<file path="src/source/ppm_pkg.sv">
`default_nettype none

package ppm_pkg;

    // Link framing
    localparam int CHIP_BITS            = 2;
    localparam int CHIPS_PER_SYMBOL     = 16;
    localparam int WINDOW_BITS          = CHIP_BITS * CHIPS_PER_SYMBOL;
    localparam int SYMBOL_BITS          = 4;
    localparam int CHIP_COUNT_BITS      = (CHIP_BITS > 1) ? $clog2(CHIP_BITS) : 1;

    // Field lengths in symbols
    localparam int PREAMBLE_MIN_SYMBOLS = 4;
    localparam int HEADER1_SYMBOLS      = 8;
    localparam int HEADER2_SYMBOLS      = 4;
    localparam int LENGTH_BITS          = 16;

    // Widths of the per-field symbol counters
    localparam int PREAMBLE_COUNT_BITS  = $clog2(PREAMBLE_MIN_SYMBOLS + 1);
    localparam int HEADER1_COUNT_BITS   = $clog2(HEADER1_SYMBOLS);
    localparam int HEADER2_COUNT_BITS   = $clog2(HEADER2_SYMBOLS);

    typedef logic [CHIP_BITS-1:0]   chip_t;
    typedef logic [SYMBOL_BITS-1:0] symbol_t;

    // Symbol values that mark the frame start
    localparam symbol_t PREAMBLE_SYMBOL = 4'd0;
    localparam symbol_t SFD0_SYMBOL     = 4'd10;
    localparam symbol_t SFD1_SYMBOL     = 4'd5;

    typedef enum logic [2:0] {
        S_IDLE     = 3'd0,
        S_SCAN     = 3'd1,
        S_PREAMBLE = 3'd2,
        S_SFD      = 3'd3,
        S_HEADER1  = 3'd4,
        S_HEADER2  = 3'd5,
        S_DATA     = 3'd6
    } demod_state_t;

endpackage

`default_nettype wire
</file>
<file path="src/source/ppm16_demod.sv">
`timescale 1ns/10ps
`default_nettype none

module ppm16_demod (
    input  logic             clk,
    input  logic             resetn,
    input  logic             din,
    input  logic             rx_start,
    input  ppm_pkg::chip_t   corr_threshold,
    output logic             packet_detected,
    output logic             dout_valid,
    output ppm_pkg::symbol_t dout
);
    import ppm_pkg::*;

    logic [WINDOW_BITS-1:0] window;
    logic                   shift_en;
    logic                   threshold_unmet;
    logic                   timer_run;
    logic                   symbol_end;

    chip_shift_register u_shift (
        .clk      (clk),
        .resetn   (resetn),
        .shift_en (shift_en),
        .din      (din),
        .window   (window)
    );

    // Symbol is valid only on the dout_valid strobe
    ppm16_correlator u_correlator (
        .window          (window),
        .threshold       (corr_threshold),
        .symbol          (dout),
        .threshold_unmet (threshold_unmet)
    );

    symbol_timer u_timer (
        .clk        (clk),
        .resetn     (resetn),
        .timer_run  (timer_run),
        .symbol_end (symbol_end)
    );

    frame_fsm u_fsm (
        .clk             (clk),
        .resetn          (resetn),
        .rx_start        (rx_start),
        .symbol          (dout),
        .threshold_unmet (threshold_unmet),
        .symbol_end      (symbol_end),
        .shift_en        (shift_en),
        .timer_run       (timer_run),
        .packet_detected (packet_detected),
        .dout_valid      (dout_valid)
    );

endmodule

`default_nettype wire

</file>
<file path="src/source/frame_fsm.sv">
`timescale 1ns/10ps
`default_nettype none

module frame_fsm (
    input  logic             clk,
    input  logic             resetn,
    input  logic             rx_start,
    input  ppm_pkg::symbol_t symbol,
    input  logic             threshold_unmet,
    input  logic             symbol_end,
    output logic             shift_en,
    output logic             timer_run,
    output logic             packet_detected,
    output logic             dout_valid
);
    import ppm_pkg::*;

    demod_state_t state;
    demod_state_t next_state;

    logic [PREAMBLE_COUNT_BITS-1:0] preamble_count;
    logic [HEADER1_COUNT_BITS-1:0]  header1_count;
    logic [HEADER2_COUNT_BITS-1:0]  header2_count;
    logic [LENGTH_BITS-1:0]         data_count;
    logic [LENGTH_BITS-1:0]         length_q;

    logic preamble_done;
    logic header1_done;
    logic header2_done;
    logic data_done;

    assign preamble_done = (preamble_count == PREAMBLE_COUNT_BITS'(PREAMBLE_MIN_SYMBOLS));
    assign header1_done  = (header1_count == HEADER1_COUNT_BITS'(HEADER1_SYMBOLS - 1));
    assign header2_done  = (header2_count == HEADER2_COUNT_BITS'(HEADER2_SYMBOLS - 1));
    assign data_done     = (data_count == length_q);

    always_comb begin
        next_state = state;
        case (state)
            S_IDLE: begin
                if (rx_start) next_state = S_SCAN;
            end
            // Bit-by-bit search applies the threshold
            S_SCAN: begin
                if (!rx_start) begin
                    next_state = S_IDLE;
                end else if (symbol == PREAMBLE_SYMBOL && !threshold_unmet) begin
                    next_state = S_PREAMBLE;
                end
            end
            S_PREAMBLE: begin
                if (symbol_end) begin
                    if (symbol == PREAMBLE_SYMBOL) begin
                        next_state = S_PREAMBLE;
                    end else if (symbol == SFD0_SYMBOL && preamble_done) begin
                        next_state = S_SFD;
                    end else begin
                        next_state = S_SCAN;
                    end
                end
            end
            S_SFD: begin
                if (symbol_end) begin
                    next_state = (symbol == SFD1_SYMBOL) ? S_HEADER1 : S_SCAN;
                end
            end
            S_HEADER1: begin
                if (symbol_end && header1_done) next_state = S_HEADER2;
            end
            S_HEADER2: begin
                if (symbol_end && header2_done) next_state = S_DATA;
            end
            S_DATA: begin
                if (symbol_end && data_done) next_state = S_IDLE;
            end
            default: next_state = S_IDLE;
        endcase
    end

    always_ff @(posedge clk or negedge resetn) begin
        if (!resetn) begin
            state <= S_IDLE;
        end else begin
            state <= next_state;
        end
    end

    // Field counters run only in their own state
    always_ff @(posedge clk or negedge resetn) begin
        if (!resetn) begin
            preamble_count <= '0;
            header1_count  <= '0;
            header2_count  <= '0;
            data_count     <= '0;
        end else begin
            if (state != S_PREAMBLE) begin
                preamble_count <= '0;
            end else if (symbol_end && symbol == PREAMBLE_SYMBOL && !preamble_done) begin
                preamble_count <= preamble_count + 1'b1;
            end
            if (state != S_HEADER1) header1_count <= '0;
            else if (symbol_end) header1_count <= header1_count + 1'b1;
            if (state != S_HEADER2) header2_count <= '0;
            else if (symbol_end) header2_count <= header2_count + 1'b1;
            if (state != S_DATA) data_count <= '0;
            else if (symbol_end) data_count <= data_count + 1'b1;
        end
    end

    // Length arrives least significant nibble first
    always_ff @(posedge clk) begin
        if (state == S_HEADER2 && symbol_end) begin
            length_q[header2_count * SYMBOL_BITS +: SYMBOL_BITS] <= symbol;
        end
    end

    always_ff @(posedge clk or negedge resetn) begin
        if (!resetn) begin
            packet_detected <= 1'b0;
        end else begin
            packet_detected <= (state == S_HEADER2) && (next_state == S_DATA);
        end
    end

    assign shift_en   = (state != S_IDLE);
    assign timer_run  = (state != S_IDLE) && (state != S_SCAN);
    assign dout_valid = (state == S_DATA) && symbol_end;

    a_valid_in_data : assert property (@(posedge clk) disable iff (!resetn)
        dout_valid |-> (state == S_DATA) && (data_count <= length_q));

    // First data cycle carries no word yet
    a_detect_on_entry : assert property (@(posedge clk) disable iff (!resetn)
        packet_detected |-> (state == S_DATA) && !dout_valid);

endmodule

`default_nettype wire

</file>
<file path="src/source/symbol_timer.sv">
`timescale 1ns/10ps
`default_nettype none

module symbol_timer (
    input  logic clk,
    input  logic resetn,
    input  logic timer_run,
    output logic symbol_end
);
    import ppm_pkg::*;

    logic [CHIP_COUNT_BITS-1:0] bit_count;
    logic [SYMBOL_BITS-1:0]     chip_count;
    logic                       bit_max;
    logic                       chip_max;

    assign bit_max  = (bit_count == CHIP_COUNT_BITS'(CHIP_BITS - 1));
    assign chip_max = (chip_count == SYMBOL_BITS'(CHIPS_PER_SYMBOL - 1));

    // Bit within the current chip
    always_ff @(posedge clk or negedge resetn) begin
        if (!resetn) begin
            bit_count <= '0;
        end else if (!timer_run || bit_max) begin
            bit_count <= '0;
        end else begin
            bit_count <= bit_count + 1'b1;
        end
    end

    // Chip within the current symbol
    always_ff @(posedge clk or negedge resetn) begin
        if (!resetn) begin
            chip_count <= '0;
        end else if (!timer_run) begin
            chip_count <= '0;
        end else if (bit_max) begin
            chip_count <= chip_max ? '0 : chip_count + 1'b1;
        end
    end

    // Last bit of an aligned symbol is in the window
    assign symbol_end = bit_max && chip_max;

    // Counters start from zero when the FSM locks, so no boundary before that
    a_no_end_when_idle : assert property (@(posedge clk) disable iff (!resetn)
        $rose(symbol_end) |-> timer_run);

endmodule

`default_nettype wire

</file>
<file path="src/source/ppm16_correlator.sv">
`timescale 1ns/10ps
`default_nettype none

module ppm16_correlator (
    input  logic [ppm_pkg::WINDOW_BITS-1:0] window,
    input  ppm_pkg::chip_t                  threshold,
    output ppm_pkg::symbol_t                symbol,
    output logic                            threshold_unmet
);
    import ppm_pkg::*;

    // Chips in the order they were sent, first chip at position 0
    chip_t chips [CHIPS_PER_SYMBOL];
    chip_t peak;

    always_comb begin
        for (int k = 0; k < CHIPS_PER_SYMBOL; k++) begin
            chips[k] = window[(CHIPS_PER_SYMBOL - 1 - k) * CHIP_BITS +: CHIP_BITS];
        end
    end

    // Strict compare keeps the earliest chip on a tie
    always_comb begin
        chip_t   best;
        symbol_t best_pos;
        best     = chips[0];
        best_pos = '0;
        for (int k = 1; k < CHIPS_PER_SYMBOL; k++) begin
            if (chips[k] > best) begin
                best     = chips[k];
                best_pos = SYMBOL_BITS'(k);
            end
        end
        peak   = best;
        symbol = best_pos;
    end

    assign threshold_unmet = (peak < threshold);

endmodule

`default_nettype wire

</file>
<file path="src/source/chip_shift_register.sv">
`timescale 1ns/10ps
`default_nettype none

module chip_shift_register (
    input  logic                            clk,
    input  logic                            resetn,
    input  logic                            shift_en,
    input  logic                            din,
    output logic [ppm_pkg::WINDOW_BITS-1:0] window
);
    import ppm_pkg::*;

    // Newest bit enters at bit 0, so chip 15 holds the first chip sent
    always_ff @(posedge clk or negedge resetn) begin
        if (!resetn) begin
            window <= '0;
        end else if (shift_en) begin
            window <= {window[WINDOW_BITS-2:0], din};
        end
    end

endmodule

`default_nettype wire

</file>
<file path="config.mk">
export PLATFORM = sky130hd
export DESIGN_NAME = ppm16_demod
export DESIGN_NICKNAME = d
export VERILOG_FILES = /design/src/source/ppm_pkg.sv /design/src/source/ppm16_demod.sv /design/src/source/frame_fsm.sv /design/src/source/symbol_timer.sv /design/src/source/ppm16_correlator.sv /design/src/source/chip_shift_register.sv
export SDC_FILE = /design/constraint.sdc
export NUM_CORES = 1
export LEC_CHECK = 0
export BUFFER_PORTS_ARGS = -buffer_cell sky130_fd_sc_hd__buf_2
export CAP_MARGIN = 20
export CORE_MARGIN = 2
export CORE_UTILIZATION = 60
export DETAILED_ROUTE_END_ITERATION = 6
export PLACE_DENSITY = 0.77
export SLEW_MARGIN = 20
export SYNTH_ARGS = -nofsm -noshare
export SYNTH_HDL_FRONTEND = slang
export SYNTH_SLANG_ARGS = --single-unit
</file>
<file path="constraint.sdc">
create_clock -name clk -period 18.9 [get_ports clk]
set_clock_uncertainty 0.15 [all_clocks]
set_input_delay 1.89 -clock clk [delete_from_list [all_inputs] [get_ports clk]]
set_output_delay 1.89 -clock clk [all_outputs]
set_load 0.01 [all_outputs]
</file>
==> results of run 1 <==
==> synth_stat cells, types with 3 or more instances <==
cell type,number,area (µm²)
nor2_1,62,232.7
xor2_1,12,105.1
mux2i_1,3,30.03
nand4_1,12,75.07
nand3_1,12,60.06
mux2_2,4,45.04
clkbuf_1,14,52.55
and3_1,7,43.79
nand2_1,66,247.7
o21bai_1,8,60.06
nor2b_1,3,18.77
dfrtp_1,65,1627
a22oi_1,4,30.03
xnor2_1,21,183.9
or3_1,6,37.54
o22ai_1,4,25.02
edfxtp_1,16,480.5
ha_1,56,700.7
o21ba_2,3,30.03
nand2b_1,9,56.30
nor3_1,9,45.04
o21ai_0,35,175.2
a21oi_1,19,95.09
inv_1,49,183.9
a31oi_1,4,25.02
and2_1,7,43.79
==> stage by stage <==
| step | setup slack, ps | area (µm²) | instances |
|---|---|---|---|
| 6_report | 2055 | 5473 | 673 |
| 5_1_grt | 494.4 | 5473 | 673 |
| 4_1_cts | 2060 | 5473 | 673 |
| 3_5_place_dp | 2570 | 5271 | 657 |
| 3_3_place_gp | 2928 | 5271 | 657 |
| 2_1_floorplan | 4219 | 5122 | 554 |
==> routing by layer <==
metal | wire, µm | global-route usage, %
met4 | 241 | 10.21
met5 | 0 | 0
met2 | 4818 | 39.47
met1 | 4396 | 29.42
met3 | 276 | 3.336
==> critical path, delay by kind of cell (launching register included) <==
kind	cells	cell delay [ps]
simple gates	24	3500
buf+inv	7	500
mux	4	1380
flops	1	380
fa+ha+maj	15	3860
compound gates	22	4820
==> area by class of cell <==
class                           count  area [µm²]
Clock buffer                        9       123.9
Clock inverter                      7       77.57
Fill cell                         663        2785
Inverter                           49       183.9
Multi-Input combinational cell    409        2779
Sequential cell                    81        2107
Tap cell                          105       131.4
Timing Repair Buffer               13       70.07
==> state kept, by name, summed over array words and instances, names as in the netlist, 2 cells and up <==
| signal | cells |
|---|---|
| u_shift.window | 32 |
| u_fsm.data_count | 16 |
| u_fsm.length_q | 16 |
| u_timer.chip_count | 4 |
| u_fsm.header1_count | 3 |
| u_fsm.preamble_count | 3 |
| u_fsm.state | 3 |
| u_fsm.header2_count | 2 |
==> kinds of logic after synthesis <==
group	count (synthesis)	share of synthesized area [%]
flops	81	41.13
xor+xnor	33	5.642
mux	9	2.052
buf+inv	64	4.714
compound gates	109	14.34
fa+ha+maj	56	13.68
simple gates	202	18.44
==> cells in the final DEF, fill, tap and decap left out, drive strengths merged, types with 4 or more instances in the layout <==
cell type / count
nand2: 66
dfrtp: 65
nor2: 62
ha: 56
inv: 51
o21ai: 37
xnor2: 21
a21oi: 19
edfxtp: 16
buf: 13
nand3: 12
nand4: 12
xor2: 12
nand2b: 11
clkbuf: 9
o21bai: 9
nor3: 9
and3: 8
and2: 7
or3: 6
mux2: 6
a31oi: 4
a22oi: 4
o22ai: 4
o21ba: 4
==> worst paths after layout <==
path | from | depth (start not counted) | slack (ps) | end
min | u_shift.window[28]$_DFFE_PN0N_ | 2 | 340 | u_shift.window[28]$_DFFE_PN0N_
max | u_shift.window[29]$_DFFE_PN0N_ | 72 | 2050 | dout[3]
max in group asynchronous | resetn | 2 | 16500 | u_shift.window[11]$_DFFE_PN0N_
min reg2reg | u_shift.window[28]$_DFFE_PN0N_ | 2 | 340 | u_shift.window[28]$_DFFE_PN0N_
max reg2reg | u_shift.window[29]$_DFFE_PN0N_ | 73 | 3640 | u_fsm.state[0]$_DFF_PN0_
min in group asynchronous | resetn | 2 | 1550 | u_fsm.data_count[6]$_DFFE_PN0P_
==> metrics.txt, run 1 <==
status complete, no violations; asr flop ratio synth about 80%; die width 96.40 µm; Hold Fails Final Rpt 0; Hold Path Class flip-flop to flip-flop; DR iter-0 viols 143; CP max stage delay between 400 and 500 ps; Worst Setup Path Type flip-flop to output pin; first-pass GRT wire length 16,870 µm; Vias 3,822; Die H 96.40 µm; Worst EP required 16,860 ps; CTS tree built; synthesized flop and latch total 81; area delta synth->final 6.839%; # IOs 12; Setup Buffers After CTS 0; ys flop type dfrtp_1; die area 9292 µm²; hold slack final 340.6 ps; Crit. End Element output pin; hold_buf cts 0; worst-margin pin slew ~820 ps; final WL 9733 µm; Root Buffer Master clkbuf_8; DRT antenna net count 0; Crit path top cell by count ha_1; H-tree depth 3; num rows 33; slew margin rel. 45.32%; maxcap violations 0; final slew viol count 0; fraction of layout cells with a size suffix above 1 8.803%; Critical Path Start Type flip-flop; maximum root-to-sink buffer count 2; total nets after synthesis 616; core area 8258 µm²; Final nets 625; fmax 0.05936 GHz; # diodes 0; grt total ovfl 0; Post-Syn Instances between 500 and 600; Num Clock Sinks 81; drt pass-1 iters 4; final setup fails 0; Crit-path slowest cell o22ai_1; drt wl/cell between 10 and 15 µm; Initial Util 62.03%; post-detail-place hpwl 7214 µm; Synth Area per Inst 9.246 µm²; post-layout util 66.27%; Tcrit/Tclk final between 80% and 90%; Tmin final 16,850 ps; CP Data Arrival Time 14,810 ps; vias in the first global route 3,740; CTS Buf Count 9; EDFF count, synth 16; number of antenna violations at the first check in global routing 0; sequential area share after synthesis between 40% and 50%; total number of yosys warnings 0; Total GRT Usage 23.18%; Avg Vias per Cell between 5 and 6; largest net degree at the start of global routing 66; GPL Wtd Cong 0.8578; clock latency on the worst-skew pair 360 ps; port bufs 11; Clock transition at path regs roughly 90 ps; setup_tns 0 ps; RSZ-0062 raised after global routing no; Resized Gates After CTS 0; # DRC 0; Synth cell types 59; mapped cell area 5122 µm²; Crit Path Max Fanout 8
Power of run 1 is left out: the tool's default activity adds up to more than one toggle a clock period on the data nets, which glitch-free logic cannot reach.
==> inputs of run 2 (changes only) <==
--- a/config.mk
+++ b/config.mk
@@ -11,6 +11,7 @@
 export CORE_UTILIZATION = 60
 export DETAILED_ROUTE_END_ITERATION = 6
 export PLACE_DENSITY = 0.77
+export RECOVER_POWER = 100
 export SLEW_MARGIN = 20
 export SYNTH_ARGS = -nofsm -noshare
 export SYNTH_HDL_FRONTEND = slang
==> run 2 against run 1 <==
Net effect: routed wire length is essentially flat; setup slack got worse by 220 ps; the flow now finishes with violations (capacitance limit, slew limit); fmax shrank 1.3%; first-iteration DRC count down 4.2%.
==> metrics.txt, run 2 (synthesis results as in run 1) <==
Total GRT Usage 23.18% (unchanged); Hold Startpoint u_shift.window[28]$_DFFE_PN0N_ (unchanged); Crit path max-delay family compound AO/OA/AOI/OAI gates (unchanged); drt pass-1 iters 4 (unchanged); CP bufs+invs 7 (unchanged); Root Buffer Master clkbuf_8 (unchanged); Biggest register u_shift.window (unchanged); WHS Endpoint u_shift.window[28]$_DFFE_PN0N_ (unchanged); maxcap violations 2 (was 0); maximum root-to-sink buffer count 2 (unchanged); Setup Buffers After CTS 0 (unchanged); Worst EP required 16,860 ps (about the same); final WL 9742 µm (was 9733 µm); path depth of the worst reg2reg path 72 (was 73); CP max stage delay 470 ps (about the same); # diodes 0 (unchanged); area of the multi-input gates 2766 µm² (was 2779 µm²); setup_tns 0 ps (unchanged); RSZ-0062 raised after global routing no (unchanged); Vias 3,808 (was 3,822); Avg Vias per Cell 5.658 (was 5.679); RR Endpoint u_fsm.state[0]$_DFF_PN0_ (unchanged); H-tree depth 3 (unchanged); hold_buf cts 0 (unchanged); Die H 96.40 µm (unchanged); area delta synth->final 6.302% (was 6.839%); die width 96.40 µm (unchanged); Hold Path Class flip-flop to flip-flop (unchanged); Hold Path Depth 2 (unchanged); num rows 33 (unchanged); GPL Wtd Cong 0.8578 (unchanged); most frequent cells in the layout 66 x nand2_1, 65 x dfrtp_1, 62 x nor2_1 (unchanged); final setup fails 0 (unchanged); Crit path top cell by count ha_1 (unchanged); fill cell total of the finished layout 664 (was 663); drt wl/cell 14.48 µm (was 14.46 µm); # DRC 0 (unchanged); Worst R2R Setup Slack 3410 ps (was 3640 ps); worst-margin pin slew 3446 ps (was 820.1 ps); CP Data Arrival Time 15,020 ps (was 14,810 ps); first-pass GRT wire length 16,870 µm (unchanged); post-detail-place hpwl 7214 µm (unchanged); number of antenna violations at the first check in global routing 0 (unchanged); Clock transition at path regs 90 ps (about the same); Crit. End Element output pin (unchanged); failing checks capacitance limit, slew limit; # IOs 12 (unchanged); status finished with violations (was complete, no violations); port bufs 11 (unchanged); CTS Buf Count 9 (unchanged); Tcrit/Tclk final 90.27% (was 89.13%); Crit Path Max Fanout 8 (unchanged); Crit-path slowest cell o22ai_1 (unchanged); Critical Path Start Type flip-flop (unchanged); worst reg2reg startpoint u_shift.window[29]$_DFFE_PN0N_ (unchanged); fraction of layout cells with a size suffix above 1 6.690% (was 8.803%); Final nets 625 (unchanged); slew margin rel. -129.7% (was 45.32%); Num Clock Sinks 81 (unchanged); fmax 0.05861 GHz (was 0.05936 GHz); Initial Util 62.03% (unchanged); grt total ovfl 0 (unchanged); Hold Fails Final Rpt 0 (unchanged); final slew viol count 129 (was 0); Worst Setup Path Type flip-flop to output pin (unchanged); CTS tree built (unchanged); die area 9292 µm² (unchanged); top flop regs u_shift.window x32, u_fsm.data_count x16, u_fsm.length_q x16 (unchanged); Tmin final 17,060 ps (was 16,850 ps); clock latency on the worst-skew pair 360 ps (about the same); DR iter-0 viols 137 (was 143); Resized Gates After CTS 0 (unchanged); Reg area 2107 µm² (unchanged); largest net degree at the start of global routing 66 (unchanged); core area 8258 µm² (unchanged); vias in the first global route 3,740 (unchanged); max FFs per register 32 (unchanged); leading cell type in the layout, fill and taps excluded nand2_1 (unchanged); crit path launch u_shift.window[29]$_DFFE_PN0N_ (unchanged); DRT antenna net count 0 (unchanged)
## run 2: cell count changes in the layout (fill, tap and decap cells not counted), moves of 2 or more
cell,delta
clkbuf_1,+8
and2_0,+6
and2_1,-6
buf_2,-6
buf_4,-2
## run 2: through the flow
stage / setup slack, ps / util [%] / hold slack (ps) / area (µm²) / cells
3_3_place_gp: 2928 / 63.83 / 319.8 / 5271 / 657
3_5_place_dp: 2570 / 63.83 / 321.7 / 5271 / 657
5_1_grt: 269.4 / 65.94 / 383.9 / 5445 / 673
2_1_floorplan: 4219 / - / 299.8 / 5122 / 554
6_report: 1838 / 65.94 / 340.5 / 5445 / 673
4_1_cts: 2060 / 66.27 / 342.5 / 5473 / 673
## run 2: layout make-up
cell class	count	area share, %
inverters	49	3.378
flip-flops and latches	81	38.69
repair buffers	13	1.011
clock inverters	7	1.425
clock buffers	9	2.275
multi-input cells	409	50.80
well taps	105	2.413
## run 2: tightest hold or removal path: stages, from the launching register on
cell and delay [ps]:
dfrtp_1 350, nand2_1 40, o21ai_0 60
## run 2: how the worst max path moves through the flow
stage	to	slack (ps)	cells after the start
after floorplan	dout[2]	4220	72
after global placement	dout[2]	2930	72
after CTS	dout[3]	2060	71
final	dout[3]	1840	71
after detailed placement	dout[3]	2570	71
after global routing	dout[3]	270	73
## run 2: metal layers
layer | vias up | global-route usage, % | wire length, µm
met4 | 0 | 10.21 | 219
met2 | 62 | 39.47 | 4794
met1 | 1802 | 29.42 | 4406
met5 | - | 0 | 0
li1 | 1922 | - | -
met3 | 22 | 3.336 | 321
Power of run 2 is left out for the same reason.
==> inputs of run 3 (changes only) <==
--- a/config.mk
+++ b/config.mk
@@ -5,12 +5,13 @@
 export SDC_FILE = /design/constraint.sdc
 export NUM_CORES = 1
 export LEC_CHECK = 0
-export BUFFER_PORTS_ARGS = -buffer_cell sky130_fd_sc_hd__buf_2
 export CAP_MARGIN = 20
 export CORE_MARGIN = 2
 export CORE_UTILIZATION = 60
 export DETAILED_ROUTE_END_ITERATION = 6
-export PLACE_DENSITY = 0.77
+export DONT_BUFFER_PORTS = 1
+export MAX_ROUTING_LAYER = met4
+export PLACE_DENSITY = 0.76
 export RECOVER_POWER = 100
 export SLEW_MARGIN = 20
 export SYNTH_ARGS = -nofsm -noshare
==> run 3 against run 2 <==
Net effect: the run still ends with capacitance limit, slew limit left; fmax fell by 0.34%; via count fell by 2.2%; die area did not move; critical path depth fell by 1; setup slack got worse by 57 ps; largest cell class unchanged.
==> metrics.txt, run 3 (synthesis results as in run 1) <==
slew margin rel. -44.19% (was -129.7%); RSZ-0062 raised after global routing no (unchanged); Hold Fails Final Rpt 0 (unchanged); H-tree depth 3 (unchanged); # diodes 0 (unchanged); Hold Path Class flip-flop to flip-flop (unchanged); max FFs per register 32 (unchanged); failing checks capacitance limit, slew limit (unchanged); drt pass-1 iters 5 (was 4); largest net degree at the start of global routing 66 (unchanged); fraction of layout cells with a size suffix above 1 5.396% (was 6.690%); Tmin final 17,120 ps (was 17,060 ps); CP Data Arrival Time 15,080 ps (was 15,020 ps); Root Buffer Master clkbuf_8 (unchanged); # IOs 12 (unchanged); top flop regs u_shift.window x32, u_fsm.data_count x16, u_fsm.length_q x16 (unchanged); final slew viol count 63 (was 129); worst-margin pin slew 2163 ps (was 3446 ps); area delta synth->final 5.398% (was 6.302%); die width 96.40 µm (unchanged); grt total ovfl 0 (unchanged); Critical Path Start Type flip-flop (unchanged); Vias 3,724 (was 3,808); status finished with violations (unchanged); WHS Endpoint u_shift.window[28]$_DFFE_PN0N_ (unchanged); Total GRT Usage 23.54% (was 23.18%); Final nets 613 (was 625); # DRC 0 (unchanged); Num Clock Sinks 81 (unchanged); post-layout util 65.38% (was 65.94%); clock latency on the worst-skew pair 350 ps (was 360 ps); Crit path top cell by count ha_1 (unchanged); crit path launch u_shift.window[29]$_DFFE_PN0N_ (unchanged); Crit Path Max Fanout 8 (unchanged); final setup fails 0 (unchanged); CTS Buf Count 9 (unchanged); Die H 96.40 µm (unchanged); Clock transition at path regs 80 ps (was 90 ps); Crit-path slowest cell o22ai_1 (unchanged); Placed Area 5209 µm² (was 5271 µm²); maxcap violations 1 (was 2); Crit. End Element output pin (unchanged); post-detail-place hpwl 7125 µm (was 7214 µm); core area 8258 µm² (unchanged); placed cells 645 (was 657); fmax 0.05841 GHz (was 0.05861 GHz); final WL 9679 µm (was 9742 µm); Resized Gates After CTS 0 (unchanged); Worst EP required 16,860 ps (about the same); Worst Setup Path Type flip-flop to output pin (unchanged); Avg Vias per Cell 5.634 (was 5.658); die area 9292 µm² (unchanged); Tcrit/Tclk final 90.58% (was 90.27%); port bufs 0 (was 11); vias in the first global route 3,660 (was 3,740); Initial Util 62.03% (unchanged); setup_tns 0 ps (unchanged); Hold Startpoint u_shift.window[28]$_DFFE_PN0N_ (unchanged); num rows 33 (unchanged); number of antenna violations at the first check in global routing 0 (unchanged); hold_buf cts 0 (unchanged); RR Endpoint u_fsm.state[0]$_DFF_PN0_ (unchanged); Post-Layout Inst Area 5399 µm² (was 5445 µm²); Worst R2R Setup Slack 3290 ps (was 3410 ps); CTS tree built (unchanged); CP max stage delay 520 ps (was 470 ps); leading cell type in the layout, fill and taps excluded nand2_1 (unchanged); Hold Path Depth 2 (unchanged); Setup Buffers After CTS 0 (unchanged); drt wl/cell 14.64 µm (was 14.48 µm); DRT antenna net count 0 (unchanged); Biggest register u_shift.window (unchanged); maximum root-to-sink buffer count 2 (unchanged); first-pass GRT wire length 16,780 µm (was 16,870 µm); path depth of the worst reg2reg path 72 (unchanged); DR iter-0 viols 169 (was 137); most frequent cells in the layout 66 x nand2_1, 65 x dfrtp_1, 62 x nor2_1 (unchanged); final cell count without fillers 661 (was 673); GPL Wtd Cong 0.9112 (was 0.8578); worst reg2reg startpoint u_shift.window[29]$_DFFE_PN0N_ (unchanged)
-- run 3: changes by cell type in the layout (fill, tap and decap cells not counted) --
cell and change:
nand2b_2 +1, inv_8 -1, clkinv_4 -1, mux2_4 -2, clkbuf_1 -6, bufinv_16 +1
clkinv_1 -1, clkinvlp_4 +1, nand2b_4 -1, buf_2 -5, mux2_2 -1, mux2_1 +3
-- run 3: through the flow --
step | setup slack (ps) | hold slack, ps
after floorplan | 4219 | 299.8
after global placement | 2935 | 315.0
after detailed placement | 2499 | 323.9
after CTS | 2057 | 343.2
after global routing | 499.4 | 379.3
final | 1781 | 333.6
-- run 3: worst max-delay path by stage --
stage,endpoint,slack [ps],depth (start not counted)
after floorplan,dout[2],4220,72
after global placement,dout[3],2940,70
after detailed placement,dout[3],2500,71
after CTS,dout[3],2060,71
after global routing,dout[3],500,72
final,dout[3],1780,70
-- run 3: metal layers --
layer | global-route usage [%] | vias to the layer above | part of all wire [%]
met1 | 31.27 | 1754 | 48
li1 | - | 1907 | -
met3 | 2.870 | 12 | 2.2
met4 | 8.451 | 0 | 1.5
met2 | 37.50 | 51 | 48
met5 | - | - | 0
-- run 3: final cells by class --
| class | instances | area (µm²) |
|---|---|---|
| Clock inverter | 6 | 91.34 |
| Timing Repair Buffer | 1 | 3.754 |
| Fill cell | 665 | 2859 |
| Sequential cell | 81 | 2107 |
| Tap cell | 105 | 131.4 |
| Inverter | 49 | 183.9 |
| Multi-Input combinational cell | 409 | 2754 |
| Clock buffer | 10 | 127.6 |
-- run 3: critical path: cells and delay by family, from the launching register on --
kind | cells | cell delay, ps
flops | 1 | 380
fa+ha+maj | 15 | 4040
compound gates | 22 | 5100
buf+inv | 6 | 410
simple gates | 23 | 3340
mux | 4 | 1510
Power of run 3 is left out for the same reason.
